--- config.mk ---
export PLATFORM = sky130hd
export DESIGN_NAME = core
export DESIGN_NICKNAME = d
export VERILOG_FILES = /design/src/design/isa_pkg.sv /design/src/design/pipe_pkg.sv /design/src/design/decode_stage.sv /design/src/design/int_execute_stage.sv /design/src/design/writeback_stage.sv /design/src/design/core.sv
export VERILOG_INCLUDE_DIRS = /design/src /design/src/include
export SDC_FILE = /design/constraint.sdc
export NUM_CORES = 2
export LEC_CHECK = 0
export ABC_AREA = 1
export BUFFER_PORTS_ARGS = -buffer_cell sky130_fd_sc_hd__buf_2
export CAP_MARGIN = 20
export CORE_UTILIZATION = 48
export DETAILED_ROUTE_END_ITERATION = 8
export PLACE_DENSITY = 0.74
export SYNTH_ARGS = -nofsm -noshare
export SYNTH_HDL_FRONTEND = slang
export SYNTH_HIERARCHICAL = 1
export SYNTH_SLANG_ARGS = --single-unit
--- constraint.sdc ---
create_clock -name clk -period 38.5 [get_ports clk]
set_clock_uncertainty 0.05 [all_clocks]
set_input_delay 3.85 -clock clk [delete_from_list [all_inputs] [get_ports clk]]
set_output_delay 3.85 -clock clk [all_outputs]
set_load 0.005 [all_outputs]
--- src/include/core_config.svh ---
// Core slice configuration
// Widths fixed by the 32-bit instruction format

`ifndef CORE_CONFIG_SVH
`define CORE_CONFIG_SVH

// Register and result width
`define DATA_WIDTH 32

// Architectural register file
`define REG_COUNT 16
`define REG_IDX_WIDTH 4	// Enough for REG_COUNT entries

// Instruction word fields
`define OPCODE_WIDTH 4
`define IMM_WIDTH 16	// Sign extended to DATA_WIDTH at decode

`endif

--- src/design/isa_pkg.sv ---
// Instruction set of the core slice
// Opcode encoding and the raw 32-bit instruction word layout

`default_nettype none

`include "core_config.svh"

package isa_pkg;

	// Codes 10 to 15 are illegal and decode as OP_NOP
	typedef enum logic [`OPCODE_WIDTH-1:0] {
		OP_NOP  = 'd0,	// Retires without a register write
		OP_ADD  = 'd1,
		OP_SUB  = 'd2,
		OP_AND  = 'd3,
		OP_OR   = 'd4,
		OP_XOR  = 'd5,
		OP_SHL  = 'd6,	// Shift by low 5 bits of rs2
		OP_SHR  = 'd7,	// Logical right shift
		OP_LDI  = 'd8,	// Load sign extended immediate
		OP_HALT = 'd9	// Stops all later retirement
	} opcode_t;

	// Raw instruction word, most significant field first
	typedef struct packed {
		logic [`OPCODE_WIDTH-1:0] opcode;	// Raw code, may be illegal
		logic [`REG_IDX_WIDTH-1:0] rd;	// Destination
		logic [`REG_IDX_WIDTH-1:0] rs1;	// First source
		logic [`REG_IDX_WIDTH-1:0] rs2;	// Second source
		logic [`IMM_WIDTH-1:0] imm;	// Only LDI uses it
	} instr_word_t;

endpackage

`default_nettype wire

--- src/design/pipe_pkg.sv ---
// Pipeline payloads of the core slice
// Structs passed between stages and out to the result port

`default_nettype none

`include "core_config.svh"

package pipe_pkg;
	import isa_pkg::*;

	// Decode to execute
	typedef struct packed {
		opcode_t op;	// Always legal here
		logic [`REG_IDX_WIDTH-1:0] rd;
		logic [`REG_IDX_WIDTH-1:0] rs1;
		logic [`REG_IDX_WIDTH-1:0] rs2;
		logic [`DATA_WIDTH-1:0] imm;	// Already sign extended
		logic writes_reg;	// ADD through LDI
	} decoded_instr_t;

	// Execute to writeback, also the bypass source
	typedef struct packed {
		logic valid;
		logic [`REG_IDX_WIDTH-1:0] rd;
		logic [`DATA_WIDTH-1:0] value;	// ALU or immediate result
		logic writes_reg;
		logic is_halt;
	} exec_result_t;

	// Retired register write seen at the top level
	typedef struct packed {
		logic en;	// Low for NOP, HALT and after halt
		logic [`REG_IDX_WIDTH-1:0] reg_idx;
		logic [`DATA_WIDTH-1:0] value;
	} writeback_t;

endpackage

`default_nettype wire

--- src/design/decode_stage.sv ---
// Decode stage
// Splits the instruction word, squashes illegal opcodes and registers the result

`default_nettype none
`timescale 1ns/100ps

`include "core_config.svh"

module decode_stage
	import isa_pkg::*, pipe_pkg::*;
	(input                  clk,
	input                   reset,
	input logic             instr_valid,
	input instr_word_t      instr,
	output logic            dec_valid,
	output decoded_instr_t  dec);

	opcode_t next_op;
	logic op_legal;
	decoded_instr_t next_dec;

	// Anything above HALT is outside the ISA
	assign op_legal = instr.opcode <= OP_HALT;
	assign next_op = op_legal ? opcode_t'(instr.opcode) : OP_NOP;

	always_comb
	begin
		next_dec.op = next_op;
		next_dec.rd = instr.rd;
		next_dec.rs1 = instr.rs1;
		next_dec.rs2 = instr.rs2;
		next_dec.imm = {{(`DATA_WIDTH - `IMM_WIDTH){instr.imm[`IMM_WIDTH-1]}}, instr.imm};	// Sign extend
		next_dec.writes_reg = next_op inside {[OP_ADD:OP_LDI]};	// Not NOP or HALT
	end

	always_ff @(posedge clk, posedge reset)
	begin
		if (reset)
			dec_valid <= 1'b0;
		else
			dec_valid <= instr_valid;	// One slot per strobe
	end

	// Payload only moves with a new instruction
	always_ff @(posedge clk)
	begin
		if (instr_valid)
			dec <= next_dec;
	end
endmodule

`default_nettype wire

--- src/design/int_execute_stage.sv ---
// Integer execute stage
// Picks operands with bypass from its own result and registers the ALU output

`default_nettype none
`timescale 1ns/100ps

`include "core_config.svh"

module int_execute_stage
	import isa_pkg::*, pipe_pkg::*;
	(input                               clk,
	input                                reset,
	input logic                          dec_valid,
	input decoded_instr_t                dec,
	output logic [`REG_IDX_WIDTH-1:0]    rs1_idx,
	output logic [`REG_IDX_WIDTH-1:0]    rs2_idx,
	input logic [`DATA_WIDTH-1:0]        rs1_data,
	input logic [`DATA_WIDTH-1:0]        rs2_data,
	output exec_result_t                 ex);

	localparam SHAMT_WIDTH = $clog2(`DATA_WIDTH);	// 5 for 32-bit data

	logic ex_forwards;
	logic bypass_a;
	logic bypass_b;
	logic [`DATA_WIDTH-1:0] operand_a;
	logic [`DATA_WIDTH-1:0] operand_b;
	logic [SHAMT_WIDTH-1:0] shamt;
	logic [`DATA_WIDTH-1:0] result;

	// Register file read ports, answered combinationally
	assign rs1_idx = dec.rs1;
	assign rs2_idx = dec.rs2;

	// Result in ex is one write behind the register file
	assign ex_forwards = ex.valid && ex.writes_reg;
	assign bypass_a = ex_forwards && (ex.rd == dec.rs1);
	assign bypass_b = ex_forwards && (ex.rd == dec.rs2);

	assign operand_a = bypass_a ? ex.value : rs1_data;
	assign operand_b = bypass_b ? ex.value : rs2_data;
	assign shamt = operand_b[SHAMT_WIDTH-1:0];	// Upper bits ignored

	always_comb
	begin
		case (dec.op)
			OP_ADD: result = operand_a + operand_b;
			OP_SUB: result = operand_a - operand_b;
			OP_AND: result = operand_a & operand_b;
			OP_OR: result = operand_a | operand_b;
			OP_XOR: result = operand_a ^ operand_b;
			OP_SHL: result = operand_a << shamt;
			OP_SHR: result = operand_a >> shamt;	// Zero fill
			OP_LDI: result = dec.imm;
			default: result = '0;	// NOP and HALT write nothing
		endcase
	end

	always_ff @(posedge clk, posedge reset)
	begin
		if (reset)
			ex <= '0;
		else
		begin
			ex.valid <= dec_valid;
			ex.rd <= dec.rd;
			ex.value <= result;
			ex.writes_reg <= dec.writes_reg;
			ex.is_halt <= dec.op == OP_HALT;
		end
	end
endmodule

`default_nettype wire

--- src/design/writeback_stage.sv ---
// Writeback stage
// Owns the register file, retires results and keeps the sticky halt

`default_nettype none
`timescale 1ns/100ps

`include "core_config.svh"

module writeback_stage
	import pipe_pkg::*;
	(input                               clk,
	input                                reset,
	input exec_result_t                  ex,
	input logic [`REG_IDX_WIDTH-1:0]     rs1_idx,
	input logic [`REG_IDX_WIDTH-1:0]     rs2_idx,
	output logic [`DATA_WIDTH-1:0]       rs1_data,
	output logic [`DATA_WIDTH-1:0]       rs2_data,
	output writeback_t                   wb,
	output logic                         perf_instruction_retire,
	output logic                         processor_halt);

	logic [`DATA_WIDTH-1:0] regs[`REG_COUNT];
	logic retire_en;
	logic reg_write_en;

	// Two asynchronous read ports for execute
	assign rs1_data = regs[rs1_idx];
	assign rs2_data = regs[rs2_idx];

	// Nothing retires once halted, including the slot behind HALT
	assign retire_en = ex.valid && !processor_halt;
	assign reg_write_en = retire_en && ex.writes_reg;

	always_ff @(posedge clk, posedge reset)
	begin
		if (reset)
		begin
			for (int i = 0; i < `REG_COUNT; i++)
				regs[i] <= '0;	// Architectural state starts at zero
		end
		else if (reg_write_en)
			regs[ex.rd] <= ex.value;
	end

	always_ff @(posedge clk, posedge reset)
	begin
		if (reset)
		begin
			wb <= '0;
			perf_instruction_retire <= 1'b0;
			processor_halt <= 1'b0;
		end
		else
		begin
			wb.en <= reg_write_en;	// Same edge as the file write
			wb.reg_idx <= ex.rd;
			wb.value <= ex.value;
			perf_instruction_retire <= retire_en;	// NOPs count too
			if (retire_en && ex.is_halt)
				processor_halt <= 1'b1;	// Held until reset
		end
	end
endmodule

`default_nettype wire

--- src/design/core.sv ---
// In-order integer core slice
// Decode, execute and writeback stages with a forwarding path from execute

`default_nettype none
`timescale 1ns/100ps

`include "core_config.svh"

module core
	import isa_pkg::*, pipe_pkg::*;
	(input                   clk,
	input                    reset,
	input logic              instr_valid,
	input instr_word_t       instr,
	output writeback_t       wb,
	output logic             perf_instruction_retire,
	output logic             processor_halt);

	// Decode to execute
	logic dec_valid;
	decoded_instr_t dec;

	// Execute to writeback
	exec_result_t ex;

	// Register file read ports
	logic [`REG_IDX_WIDTH-1:0] rs1_idx;
	logic [`REG_IDX_WIDTH-1:0] rs2_idx;
	logic [`DATA_WIDTH-1:0] rs1_data;
	logic [`DATA_WIDTH-1:0] rs2_data;

	// Sampling edge k lands in dec
	decode_stage decode_stage(.*);

	// Edge k+1 lands in ex
	int_execute_stage int_execute_stage(.*);

	// Edge k+2 retires
	writeback_stage writeback_stage(.*);
endmodule

`default_nettype wire

==> flow_metrics.env <==
export IMPL_maxCapViolCount=0
export IMPL_p_sw_mw=0.979
export IMPL_hold_path_startpoint="decode_stage/dec[0]"
export IMPL_diodes=0
export IMPL_ys_flop_type="dfrtp_1"
export IMPL_yosys_warnings=6
export IMPL_power_density_nw_per_um2=55.1
export IMPL_worstSetupPathType="reg -> reg"
export IMPL_cts_sinks=624
export IMPL_die_width_um=297
export IMPL_grt_usage=0.343
export IMPL_met2_length_um=64400
export IMPL_antenna_found_initial=3
export IMPL_cts_resized=0
export IMPL_area_growth_pct=7.17
export IMPL_m1WireLength_um=62000
export IMPL_path_clk_slew_ns=0.06
export IMPL_yosys_area_top_type="dfrtp_1"
export IMPL_drc=0
export IMPL_fin_ws_ns=31.73
export IMPL_grt_pass1_wl_um=237000
export IMPL_dp_hpwl_um=92700
export IMPL_critPathBufInv=7
export IMPL_cpMostUsedCell="nand2_1"
export IMPL_synth_nets=6444
export IMPL_routed_top_layer="met5"
export IMPL_ys_top_cells_by_area="dfrtp_1 35%, nand2_1 19%, nand3_1 14%"
export IMPL_met3WireLength_um=18300
export IMPL_grt_setup_unrepaired="no"
export IMPL_core_area_um2=85700
export IMPL_fp_row_count=107
export IMPL_status="complete, no violations"
export IMPL_setup_viol=0
export IMPL_p_leak_nw=22.8
export IMPL_grt_ovfl_total=0
export IMPL_critPathCaptureType="flip-flop"
export IMPL_min_to="int_execute_stage/ex[1]"
export IMPL_tritoncts="yes"
export IMPL_pwr_share_seq=0.359
export IMPL_arrival_ns=7.25
export IMPL_die_area_um2=88300
export IMPL_cts_buffer_depth=3
export IMPL_nFillCells=8496
export IMPL_comb_power_share=0.338
export IMPL_htreeDepth=3
export IMPL_sw_frac_of_total=0.397
export IMPL_holdPathStages=0
export IMPL_cp_slowest_cell="buf_4"
export IMPL_synth_edf_count=33
export IMPL_clockPowerShare=0.303
export IMPL_cp_start_kind="flip-flop"
export IMPL_hold_buffers=0
export IMPL_cp_top_family="buffers and inverters"
export IMPL_post_cts_setup_buffers=0
export IMPL_drtAntennaViolNets=0
export IMPL_r2r_end="int_execute_stage/ex[32]"
export IMPL_reg2reg_slack_ns=31.73
export IMPL_async_flop_share=0.947
export IMPL_place_gp_congestion=1.04
export IMPL_cp_depth=27
export IMPL_drv_slew=0
export IMPL_yosysTopAreaCellShare=0.354
export IMPL_clock_latency_ns=0.67
export IMPL_cp_startpoint="decode_stage/dec[33]"
export IMPL_p_int_mw=1.49
export IMPL_via_per_inst=5.92
export IMPL_synth_seq_cells=624
export IMPL_die_h_um=297
export IMPL_fin_crit_ns=6.77
export IMPL_final_util=0.523
export IMPL_final_nets=6216
export IMPL_vias=43100
export IMPL_max_stage_delay_ns=0.79
export IMPL_start_util=0.488
export IMPL_worst_pin_slew_ns=1.36
export IMPL_max_freq_ghz=0.148
export IMPL_ctsRootBufferMaster="clkbuf_16"
export IMPL_port_buffers=73
export IMPL_grt_pass1_vias=40300
export IMPL_drt_initial_drc_count=6581
export IMPL_hp_class="reg -> reg"
export IMPL_cts_buffers=72
export IMPL_dp_slack_ns=31.90
export IMPL_path_max_fanout=100
export IMPL_io_pins=74
export IMPL_final_hold_viol_count=0
export IMPL_yosysSeqAreaShare=0.377
export IMPL_avgRoutedWirePerCell_um=21.1
export IMPL_drt_pass1_iterations=7
export IMPL_synth_avg_cell_area_um2=6.62
export IMPL_final_setup_tns_ns=0
export IMPL_fin_crit_sh=0.176
export IMPL_r2r_start="decode_stage/dec[33]"
export IMPL_routed_wl_um=154000
export IMPL_netlist_area_um2=41800
export IMPL_irDropWorstVdd_uv=43.8
export IMPL_crit_required_ns=38.97
export IMPL_syn_inst=6312
export IMPL_drive_above_1_share=0.0547
export IMPL_max_slew_margin_rel=0.0908
export IMPL_synth_cell_type_count=54
export IMPL_r2r_cells=27
export IMPL_grt_max_degree=181
[layout by cell type (no fill, tap or decap), types with 4 or more instances in the layout]
cell / netlist / final
nor2_1: 98 / 95
nand3_1: 1198 / 1198
a221oi_1: 20 / 20
o31ai_1: 5 / 5
a21o_1: 8 / 8
buf_2: 179 / 73
clkbuf_8: 0 / 7
inv_6: 0 / 4
nand2_2: 19 / 19
nand3b_1: 21 / 21
a31oi_1: 8 / 8
dfrtp_1: 591 / 591
nand4_1: 43 / 43
clkbuf_1: 176 / 9
o211ai_1: 5 / 5
o21ai_1: 198 / 198
ha_1: 96 / 96
inv_2: 10 / 13
nand2_1: 2132 / 2131
o2111ai_1: 9 / 9
a21oi_1: 96 / 96
xor2_1: 32 / 32
clkinv_1: 3 / 8
nand3_4: 4 / 4
buf_12: 1 / 7
or2_2: 4 / 4
nor2_2: 5 / 8
a21boi_0: 5 / 5
o21ai_0: 423 / 423
clkinv_2: 0 / 11
inv_1: 744 / 736
clkbuf_16: 0 / 74
buf_4: 35 / 65
nor3_1: 16 / 14
nand4_4: 4 / 4
bufinv_16: 0 / 12
edfxtp_1: 33 / 33
[power by group through the flow]
stage / Combinational, mW / Sequential [mW] / Clock [mW]
floorplan: 0.594 / 0.857 / 0
global placement: 0.791 / 0.889 / 0
detailed placement: 0.805 / 0.891 / 0
CTS: 0.809 / 0.882 / 0.757
global route: 0.929 / 0.897 / 0.783
finish: 0.834 / 0.885 / 0.748
[stage by stage]
step                      instance area [um2]  instances  total power [mW]  hold WS (ns)
after floorplan                         41800       6312              1.45         0.281
after global placement                  42200       7150              1.68         0.282
after detailed placement                42200       7150              1.70         0.284
after CTS                               44700       7280              2.45         0.297
after global routing                    44800       7284              2.61         0.308
final                                   44800       7284              2.47         0.296
[worst reg2reg max path, cell delays in order, from the launching register on]
cell	delay, ns
edfxtp_1	0.35
buf_4	0.26
inv_8	0.49
buf_4	0.84
nand2_1	0.16
nand3_1	0.10
nand3_1	0.08
nand3_1	0.12
nand2_1	0.09
inv_1	0.06
nand2_1	0.08
o21ai_4	0.09
buf_4	0.60
inv_2	0.05
buf_4	0.34
xor2_1	0.29
ha_1	0.37
nand2_1	0.08
nand2_1	0.07
o21ai_0	0.13
o21ai_0	0.66
a21boi_0	0.27
o21ai_0	0.52
nand3_1	0.13
nand2_1	0.12
a21oi_1	0.06
o21ai_0	0.12
nand3_1	0.09
[cells in the mapped netlist, types with 8 or more instances]
cell type and number:
buf_4 35, a21oi_1 96, nand2_2 19, dfrtp_1 591
nand2_1 2132, nand3b_1 21, buf_1 50, ha_1 96
a21o_1 8, buf_2 179, a221oi_1 20, o21ai_1 198
nor3_1 16, inv_2 10, xor2_1 32, clkbuf_1 176
nor2_1 98, o2111ai_1 9, o21ai_0 423, inv_1 744
nand4_1 43, a31oi_1 8, nand3_1 1198, edfxtp_1 33
[how the worst max path moves through the flow]
stage / end / slack (ns)
after floorplan: writeback_stage/perf_instruction_retire / 19.19
after global placement: writeback_stage/regs[207] / 31.96
after detailed placement: writeback_stage/regs[207] / 31.90
after CTS: int_execute_stage/ex[32] / 32.01
after global routing: int_execute_stage/ex[20] / 31.31
final: int_execute_stage/ex[32] / 31.73
[layout make-up]
type	instances	area, um2	share of cell area
Clock buffer	90	1980	0.0442
Inverter	757	2870	0.0640
Tap cell	1144	1430	0.0320
Timing Repair Buffer	147	1050	0.0234
Sequential cell	624	15800	0.352
Multi-Input combinational cell	4482	21100	0.471
Clock inverter	40	566	0.0126
[routing by layer]
metal | GRT usage | up-vias
met4 | 0.190 | 4
met1 | 0.475 | 20000
met2 | 0.501 | 2813
met3 | 0.0658 | 518
li1 | - | 19800
met5 | 0 | -
[sequential cells by signal, indices dropped and copies added, names as in the netlist]
name                                     flops
decode_stage/dec                            33
writeback_stage/processor_halt               1
writeback_stage/wb                          37
decode_stage/dec_valid                       1
int_execute_stage/ex                        39
writeback_stage/regs                       512
writeback_stage/perf_instruction_retire      1
[cells by family (layout without fill, tap and decap cells)]
family                     after synthesis  count (layout)  share of synthesized area
AOI/OAI and AO/OA                      792             792                      0.101
xor gates and xnor gates                34              34                    0.00712
adders and majority gates               97              97                     0.0292
buffers and inverters                 1206            1034                      0.118
DFF                                    624             624                      0.377
and+or+nand+nor                       3559            3559                      0.368
Note: power is estimated with default switching activity, not from simulation.
